===== src/hw/ks10Pkg.sv =====
/* Shared types of the KS10 interrupt unit: data-path word, PI levels and masks,
   APR and PI command layouts, interrupt status and the level priority encoder */

`default_nettype none

package ks10Pkg;

   //////////////////////////////
   // Basic types
   //////////////////////////////

   typedef logic [35:0] wordT;                  // Data-path word
   typedef logic [ 2:0] levelT;                 // PI level, 0 is none, 1 is highest
   typedef logic [ 1:7] levelMaskT;             // One bit per level 1..7
   typedef logic [ 7:0] aprFlagT;               // APR flags
   typedef logic [17:0] timerCountT;            // Interval timer count

   localparam int cslFlag = 7;                  // Console interrupt flag

   //////////////////////////////
   // Command words
   //////////////////////////////

   // Data-path word seen by an APR write
   typedef struct packed {
      logic [16:0] spare0;
      logic        doEnable;                    // Add selected enables
      logic        doDisable;                   // Remove selected enables
      logic        doClear;                     // Remove selected flags
      logic        doSet;                       // Add selected flags
      aprFlagT     flagSel;
      logic [ 3:0] spare1;
      levelT       aprLevel;                    // PI level of the APR request
   } aprCmdT;

   // Data-path word seen by a PI write
   typedef struct packed {
      logic [18:0] spare0;
      logic        clearAll;                    // Reset the whole PI system
      logic        systemOn;
      logic        systemOff;
      logic        levelOn;
      logic        levelOff;
      logic [ 4:0] spare1;
      levelMaskT   levelSel;
   } piCmdT;

   // One word, decoded by whichever write strobe is active
   typedef union packed {
      wordT   word;
      aprCmdT apr;
      piCmdT  pi;
   } dpWordU;

   // Interrupt status to the processor
   typedef struct packed {
      levelT reqIntp;                           // Requested priority
      levelT curIntp;                           // Current priority
      logic  cpuIntr;                           // Interrupt the CPU
   } intrStatusT;

   //////////////////////////////
   // Priority encoder
   //////////////////////////////

   // Lowest numbered level set in the mask, 0 when empty
   function automatic levelT lowestLevel(input levelMaskT mask);
      levelT lvl;
      lvl = '0;
      for (int i = 7; i >= 1; i--) begin
         if (mask[i]) lvl = levelT'(i);         // Later hits win, so level 1 last
      end
      return lvl;
   endfunction

endpackage

`default_nettype wire


===== src/hw/intervalTimer.sv =====
/* Interval timer: counts enabled clock cycles modulo timerPeriod
   and pulses timerIntr for one cycle after each wrap */

`default_nettype none
`timescale 1ns/100ps

module intervalTimer #(
   parameter int timerPeriod = 4096             // Counts per wrap from 2 to 2**18
) (
   input  wire logic               clk,
   input  wire logic               rstN,
   input  wire logic               timerEn,     // Count this cycle
   output      ks10Pkg::timerCountT timerCount,
   output      logic               timerIntr    // One cycle after a wrap
);

   import ks10Pkg::*;

   localparam timerCountT lastCount = timerCountT'(timerPeriod - 1);

   logic wrap;

   assign wrap = timerEn && (timerCount == lastCount);

   //////////////////////////////
   // Counter and wrap pulse
   //////////////////////////////

   always_ff @(posedge clk or negedge rstN) begin
      if (!rstN) begin
         timerCount <= '0;
         timerIntr  <= 1'b0;
      end else begin
         timerIntr <= wrap;                     // High for the cycle after the wrap
         if (wrap) begin
            timerCount <= '0;
         end else if (timerEn) begin
            timerCount <= timerCount + 1'b1;
         end
      end
   end

   // Count never reaches the period
   aCountRange : assert property (
      @(posedge clk) disable iff (!rstN)
      timerCount < timerPeriod
   ) else $error("timer count %0d out of range", timerCount);

endmodule

`default_nettype wire


===== src/hw/aprFlags.sv =====
/* APR flag and enable registers with the APR PI level,
   the resulting APR interrupt request and the console interrupt flag */

`default_nettype none
`timescale 1ns/100ps

module aprFlags (
   input  wire logic              clk,
   input  wire logic              rstN,
   input  wire logic              aprWrite,     // Write strobe for dpIn
   input  wire ks10Pkg::dpWordU   dpIn,
   input  wire logic              ks10Intr,     // Console interrupt to KS10
   output      ks10Pkg::levelMaskT aprReq,      // At most one level
   output      logic              cslIntr       // KS10 interrupt to console
);

   import ks10Pkg::*;

   aprCmdT  cmd;
   aprFlagT flagReg;                            // APR flags
   aprFlagT enableReg;                          // Flag interrupt enables
   levelT   aprLevel;                           // PI level for APR request
   aprFlagT flagNext;
   aprFlagT enableNext;
   logic    reqActive;

   assign cmd = dpIn.apr;

   //////////////////////////////
   // Write decode
   //////////////////////////////

   always_comb begin
      flagNext   = flagReg;
      enableNext = enableReg;
      if (aprWrite) begin
         if (cmd.doClear)   flagNext   = flagNext & ~cmd.flagSel;
         if (cmd.doSet)     flagNext   = flagNext | cmd.flagSel;     // Set wins
         if (cmd.doDisable) enableNext = enableNext & ~cmd.flagSel;
         if (cmd.doEnable)  enableNext = enableNext | cmd.flagSel;   // Enable wins
      end
      // Console interrupt beats a clear in the same cycle
      if (ks10Intr) flagNext[cslFlag] = 1'b1;
   end

   always_ff @(posedge clk or negedge rstN) begin
      if (!rstN) begin
         flagReg   <= '0;
         enableReg <= '0;
         aprLevel  <= '0;
      end else begin
         flagReg   <= flagNext;
         enableReg <= enableNext;
         if (aprWrite) begin
            aprLevel <= cmd.aprLevel;           // Loaded on every APR write
         end
      end
   end

   //////////////////////////////
   // Request outputs
   //////////////////////////////

   assign reqActive = |(flagReg & enableReg);   // Any enabled flag set

   always_comb begin
      aprReq = '0;
      if (reqActive && aprLevel != '0) begin
         aprReq[aprLevel] = 1'b1;
      end
   end

   assign cslIntr = flagReg[cslFlag];

   // The request targets a single PI level
   aOneLevel : assert property (
      @(posedge clk) disable iff (!rstN)
      $onehot0(aprReq)
   ) else $error("APR request on more than one level");

endmodule

`default_nettype wire


===== src/hw/piArbiter.sv =====
/* Priority-interrupt arbiter: PI system state, enabled and in-progress levels,
   priority encoding of pending requests and the registered interrupt status */

`default_nettype none
`timescale 1ns/100ps

module piArbiter (
   input  wire logic               clk,
   input  wire logic               rstN,
   input  wire ks10Pkg::levelMaskT busIntr,     // Unibus requests
   input  wire ks10Pkg::levelMaskT aprReq,      // APR request
   input  wire logic               aprWrite,    // Only checked against piWrite
   input  wire logic               piWrite,     // Write strobe for dpIn
   input  wire ks10Pkg::dpWordU    dpIn,
   input  wire logic               intrAck,     // Take the requested level
   input  wire logic               intrDismiss, // Release the current level
   output      ks10Pkg::intrStatusT intrStatus
);

   import ks10Pkg::*;

   piCmdT      cmd;
   logic       systemOn;                        // PI system on
   levelMaskT  levelEnable;                     // Enabled levels
   levelMaskT  inProgress;                      // Levels being serviced
   logic       systemNext;
   levelMaskT  enableNext;
   levelMaskT  progressNext;
   levelMaskT  pending;
   intrStatusT statusNext;

   assign cmd = dpIn.pi;

   //////////////////////////////
   // PI state update
   //////////////////////////////

   always_comb begin
      systemNext   = systemOn;
      enableNext   = levelEnable;
      progressNext = inProgress;
      if (piWrite) begin
         if (cmd.clearAll) begin
            systemNext   = 1'b0;
            enableNext   = '0;
            progressNext = '0;
         end
         if (cmd.systemOff) systemNext = 1'b0;
         if (cmd.systemOn)  systemNext = 1'b1;
         if (cmd.levelOff)  enableNext = enableNext & ~cmd.levelSel;
         if (cmd.levelOn)   enableNext = enableNext | cmd.levelSel;
      end
      // Dismiss first so ack of the same level sticks
      if (intrDismiss && intrStatus.curIntp != '0) begin
         progressNext[intrStatus.curIntp] = 1'b0;
      end
      if (intrAck && intrStatus.reqIntp != '0) begin
         progressNext[intrStatus.reqIntp] = 1'b1;
      end
   end

   always_ff @(posedge clk or negedge rstN) begin
      if (!rstN) begin
         systemOn    <= 1'b0;
         levelEnable <= '0;
         inProgress  <= '0;
      end else begin
         systemOn    <= systemNext;
         levelEnable <= enableNext;
         inProgress  <= progressNext;
      end
   end

   //////////////////////////////
   // Priority encoding
   //////////////////////////////

   assign pending = (busIntr | aprReq) & levelEnable & {7{systemOn}};

   always_comb begin
      statusNext.reqIntp = lowestLevel(pending);
      statusNext.curIntp = lowestLevel(inProgress);
      // Interrupt only for a strictly higher priority than the one in service
      statusNext.cpuIntr = (statusNext.reqIntp != '0) &&
                           ((statusNext.curIntp == '0) ||
                            (statusNext.reqIntp < statusNext.curIntp));
   end

   always_ff @(posedge clk or negedge rstN) begin
      if (!rstN) begin
         intrStatus <= '0;
      end else begin
         intrStatus <= statusNext;
      end
   end

   //////////////////////////////
   // Protocol checks
   //////////////////////////////

   // APR and PI writes share the data-path word
   aOneWriter : assert property (
      @(posedge clk) disable iff (!rstN)
      !(aprWrite && piWrite)
   ) else $error("APR and PI write in the same cycle");

   aAckValid : assert property (
      @(posedge clk) disable iff (!rstN)
      intrAck |-> intrStatus.cpuIntr
   ) else $error("interrupt ack without cpuIntr");

   aDismissValid : assert property (
      @(posedge clk) disable iff (!rstN)
      intrDismiss |-> (intrStatus.curIntp != '0)
   ) else $error("interrupt dismiss with no level in progress");

endmodule

`default_nettype wire


===== src/hw/ks10IntrUnit.sv =====
/* KS10 interrupt unit top level
   Interval timer, APR flags and PI arbiter joined */

`default_nettype none
`timescale 1ns/100ps

module ks10IntrUnit #(
   parameter int timerPeriod = 4096             // Timer counts per wrap
) (
   input  wire logic                clk,
   input  wire logic                rstN,
   input  wire logic                cslTimerEn,  // Timer enable from console
   input  wire logic                ks10Intr,    // Console interrupt to KS10
   input  wire ks10Pkg::levelMaskT  busIntr,     // Unibus interrupt requests
   input  wire logic                aprWrite,    // APR write strobe
   input  wire logic                piWrite,     // PI write strobe
   input  wire ks10Pkg::dpWordU     dpIn,        // Data-path word
   input  wire logic                intrAck,
   input  wire logic                intrDismiss,
   output      logic                timerIntr,   // Trap to the microsequencer
   output      ks10Pkg::timerCountT timerCount,
   output      logic                cslIntr,     // KS10 interrupt to console
   output      ks10Pkg::intrStatusT intrStatus
);

   import ks10Pkg::*;

   levelMaskT aprReq;                           // APR request level

   //////////////////////////////
   // Interval timer
   //////////////////////////////

   intervalTimer #(
      .timerPeriod (timerPeriod)
   ) uTimer (
      .clk         (clk),
      .rstN        (rstN),
      .timerEn     (cslTimerEn),
      .timerCount  (timerCount),
      .timerIntr   (timerIntr)
   );

   //////////////////////////////
   // APR flags
   //////////////////////////////

   aprFlags uAprFlags (
      .clk         (clk),
      .rstN        (rstN),
      .aprWrite    (aprWrite),
      .dpIn        (dpIn),
      .ks10Intr    (ks10Intr),
      .aprReq      (aprReq),
      .cslIntr     (cslIntr)
   );

   //////////////////////////////
   // Interrupt arbiter
   //////////////////////////////

   piArbiter uPiArbiter (
      .clk         (clk),
      .rstN        (rstN),
      .busIntr     (busIntr),
      .aprReq      (aprReq),
      .aprWrite    (aprWrite),                  // Write conflict check
      .piWrite     (piWrite),
      .dpIn        (dpIn),
      .intrAck     (intrAck),
      .intrDismiss (intrDismiss),
      .intrStatus  (intrStatus)
   );

endmodule

`default_nettype wire


===== config.mk =====
export PLATFORM = sky130hd
export DESIGN_NAME = ks10IntrUnit
export DESIGN_NICKNAME = d
export VERILOG_FILES = /design/src/hw/ks10Pkg.sv /design/src/hw/intervalTimer.sv /design/src/hw/aprFlags.sv /design/src/hw/piArbiter.sv /design/src/hw/ks10IntrUnit.sv
export SDC_FILE = /design/constraint.sdc
export NUM_CORES = 1
export LEC_CHECK = 0
export ABC_AREA = 1
export BUFFER_PORTS_ARGS = -buffer_cell sky130_fd_sc_hd__buf_2
export CELL_PAD_IN_SITES_DETAIL_PLACEMENT = 0
export CELL_PAD_IN_SITES_GLOBAL_PLACEMENT = 1
export CORE_ASPECT_RATIO = 1.2
export CORE_MARGIN = 2
export CORE_UTILIZATION = 35
export DETAILED_ROUTE_END_ITERATION = 16
export GPL_TIMING_DRIVEN = 0
export PLACE_DENSITY_LB_ADDON = 0.1
export SYNTH_ARGS = -nofsm -noshare
export SYNTH_HDL_FRONTEND = slang
export SYNTH_HIERARCHICAL = 1
export SYNTH_SLANG_ARGS = --single-unit
export TNS_END_PERCENT = 30

===== constraint.sdc =====
create_clock -name clk -period 2.21 [get_ports clk]
set_clock_uncertainty 0.1 [all_clocks]
set_input_delay 0.221 -clock clk [delete_from_list [all_inputs] [get_ports clk]]
set_output_delay 0.221 -clock clk [all_outputs]
set_load 0.01 [all_outputs]

==> metrics.md <==
| Metric | Value |
|---|---|
| Synth Area per Inst | `a little under 8 um2` |
| DPL Wire Length | `5490 um` |
| Hold Slack | `approximately 0.033 ns` |
| Share of layout cells above drive strength 1 | `between 20% and 30%` |
| Fmax | `0.448 GHz` |
| Worst-margin pin slew | `around 0.8 ns` |
| Register bit total from synthesis | `60` |
| Initial Util | `between 30 and 40%` |
| Final setup fails | `1` |
| Crit path capture type | `register` |
| Drt wl/cell | `roughly 12 um` |
| Hold Violations, Final | `0` |
| Via count | `roughly 2800` |
| DR pass1 iterations | `4` |
| Initial DRC count | `108` |
| Violated checks | `negative setup slack` |
| Clock latency on the worst-skew pair | `~0.34 ns` |
| Main synth FF type | `dfrtp_1` |
| Synth warn | `6` |
| Row count | `38` |
| Worst-path clk slew | `approximately 0.06 ns` |
| Post-route setup slack | `-0.0209 ns` |
| Synth async-reset ratio | `100%` |
| Layout filler cell count | `about 1000` |
| Slew headroom | `~48%` |
| Maxcap violations | `0` |
| Crit share post-route | `101%` |
| TritonCTS Sinks | `60` |
| Leak | `about 0.002 uW` |
| Post-synthesis cell type count | `32` |
| Largest net degree at the start of global routing | `between 60 and 70` |
| Width of the die | `90.8 um` |
| Mapped Cells | `slightly above 400` |
| Post-synth EDFFs | `0` |
| Final Critical Period | `between 2 and 2.5 ns` |
| Final Net Count | `539` |
| Remaining global-route overflow | `0` |
| Worst Path Required | `2.38 ns` |
| Final Cell Area | `just under 4000 um2` |
| CTS buffer count | `9` |
| Final WL | `between 7000 and 8000 um` |
| Placed cell areas | `about 3600 um2` |
| RSZ-0062 raised after global routing | `true` |
| Ant. Diodes | `0` |
| PwrDens | `roughly 880 nW/um2` |
| Crit start category | `register` |
| Register area share after synthesis | `47.4%` |
| Die Area | `between 9000 and 10000 um2` |
| DRC | `0` |
| Max clock buf depth | `2` |
| Max Slew Vio Count | `0` |
| Initial antenna violation count | `0` |
| IO Count | `78` |
| Post-route ant nets | `0` |
| Gpl congestion | `0.780` |
| Crit Path Category | `register to register` |
| Htree depth | `3` |
| IO buf count | `59` |
| Vias in the first global route | `approximately 2800` |
| Syn Std Cell Area | `3170 um2` |
| Mapped Nets | `around 460` |
| DR vias/cell | `about 4.6` |
| CTS Root Cell | `clkbuf_8` |
| Max FO, Critical Path | `7` |
| First-pass GRT wire length | `13100 um` |
| GRT Total Usage | `roughly 17%` |
| Max rail drop VDD | `roughly 0.36 mV` |
| CTS tree | `done` |
| Area growth, synth to finish | `24.2%` |
| Critical path arrival | `between 2 and 2.5 ns` |
| Run status | `complete, but fails checks` |
| HP Class | `input port to register` |
| Core area | `between 8000 and 9000 um2` |
| Die Y | `108 um` |
## worst paths after layout
check,cells after the start,endpoint,slack [ns],start
min in group asynchronous,2,uTimer/timerCount[1]$_DFFE_PN0P_,0.39,rstN
hold / removal,3,uAprFlags/aprLevel[0]$_DFFE_PN0P_,0.03,dpIn[0]
setup reg to reg,13,uPiArbiter/intrStatus[0]$_DFF_PN0_,-0.02,uAprFlags/enableReg[7]$_DFFE_PN0P_
hold reg to reg,2,uAprFlags/enableReg[6]$_DFFE_PN0P_,0.40,uAprFlags/enableReg[6]$_DFFE_PN0P_
max in group asynchronous,2,uPiArbiter/inProgress[4]$_DFF_PN0_,1.10,rstN
setup / recovery,13,uPiArbiter/intrStatus[0]$_DFF_PN0_,-0.02,uAprFlags/enableReg[7]$_DFFE_PN0P_
## cell type report
type                            count  area, um2  area share [%]
Buffer                              2       18.8           0.477
Clock buffer                       14        173            4.39
Clock inverter                      1       30.0           0.764
Inverter                           68        255            6.49
Multi-Input combinational cell    275       1420            36.1
Sequential cell                    60       1500            38.2
Tap cell                          120        150            3.82
Timing Repair Buffer               69        383            9.74
## kinds of logic after synthesis
group                      after synthesis  synth area share [%]
and+or+nand+nor                        184                  26.7
AOI/OAI and AO/OA                       85                  15.2
buffers and inverters                   70                  8.66
DFF                                     60                  47.4
xor gates and xnor gates                 3                 0.830
adders and majority gates                3                  1.19
## routing by layer
layer  global-route usage, %  routed length (um)  up-vias
li1                        -                   -     1480
met1                    21.1                3500     1275
met2                    27.7                3570       56
met3                    3.97                 303       18
met4                    8.44                 189        0
met5                       0                   0        -
## repair_timing
item	CTS	global route
setup buffers	2	4
setup endpoints to repair	1	1
resized for setup	4	4
pin swaps	5	9
hold buffers	4	0
hold endpoints to repair	63	0
## registers in the layout, summed over array words and instances, names as in the netlist, 3 cells and up
name                    flops
uPiArbiter/inProgress       7
uAprFlags/aprLevel          3
uAprFlags/enableReg         8
uPiArbiter/levelEnable      7
uTimer/timerCount          18
uPiArbiter/intrStatus       7
uAprFlags/flagReg           8
## power breakdown
part           total, uW  internal (uW)  switching [uW]  leakage [uW]
logic                926            366             560       0.00122
clock network       1030            608             424      0.000103
registers           1490           1290             196      0.000704
total               3450           2270            1180       0.00202
## critical path, cell delays in order (launching register included)
cell and delay, ns:
dfrtp_1 0.39, nand2_2 0.08, nand2_2 0.06, nor2_4 0.20, a21oi_2 0.09, o211ai_1 0.27
nand3_1 0.16, a31oi_2 0.23, ha_1 0.26, nand2_1 0.08, inv_2 0.03, nand2_1 0.05
nand2_1 0.06, a21oi_2 0.11
## synthesized netlist by cell type, types with 7 or more instances
library cell | n | area (um2)
nand3_1 | 27 | 135
nor2_1 | 35 | 131
nor2_2 | 10 | 62.6
dfrtp_1 | 60 | 1500
a21oi_1 | 10 | 50.1
o22ai_1 | 7 | 43.8
nand2_1 | 87 | 327
nand4_1 | 7 | 43.8
nand2_2 | 8 | 50.1
o21ai_0 | 15 | 75.1
o211ai_1 | 10 | 75.1
inv_1 | 63 | 236
o21ai_1 | 36 | 180
## placed cells by master (no fill, tap or decap), drive strengths merged
cell         synthesis  final
o21ai               52     52
a21oi               11     11
a31oi                2      2
o311ai               1      1
inv                 67     67
dfrtp               60     60
or2                  1      1
xor2                 1      1
clkbuf               0     14
xnor2                2      2
clkinv               1      1
ha                   3      3
nor3                 3      3
nand3               27     27
o41ai                1      1
bufinv               0      1
a32o                 1      1
o211ai              10     10
nand4                7      7
nand3b               1      1
nand2               99     99
o22ai                7      7
buf                  2     67
nor2                46     46
dlygate4sd3          0      4
## per-stage QoR
stage	std cells	setup TNS (ns)	utilization (%)	total power (uW)	setup WS [ns]
floorplan	405	0	-	2080	0.0448
detailed placement	584	-0.298	40.4	2400	-0.298
finish	609	-0.0209	44.0	3450	-0.0209
CTS	605	0	43.5	3480	0.00580
global route	609	-0.196	44.0	3720	-0.196
global placement	584	-0.282	40.4	2390	-0.282
Note: power is estimated with default switching activity, not from simulation.
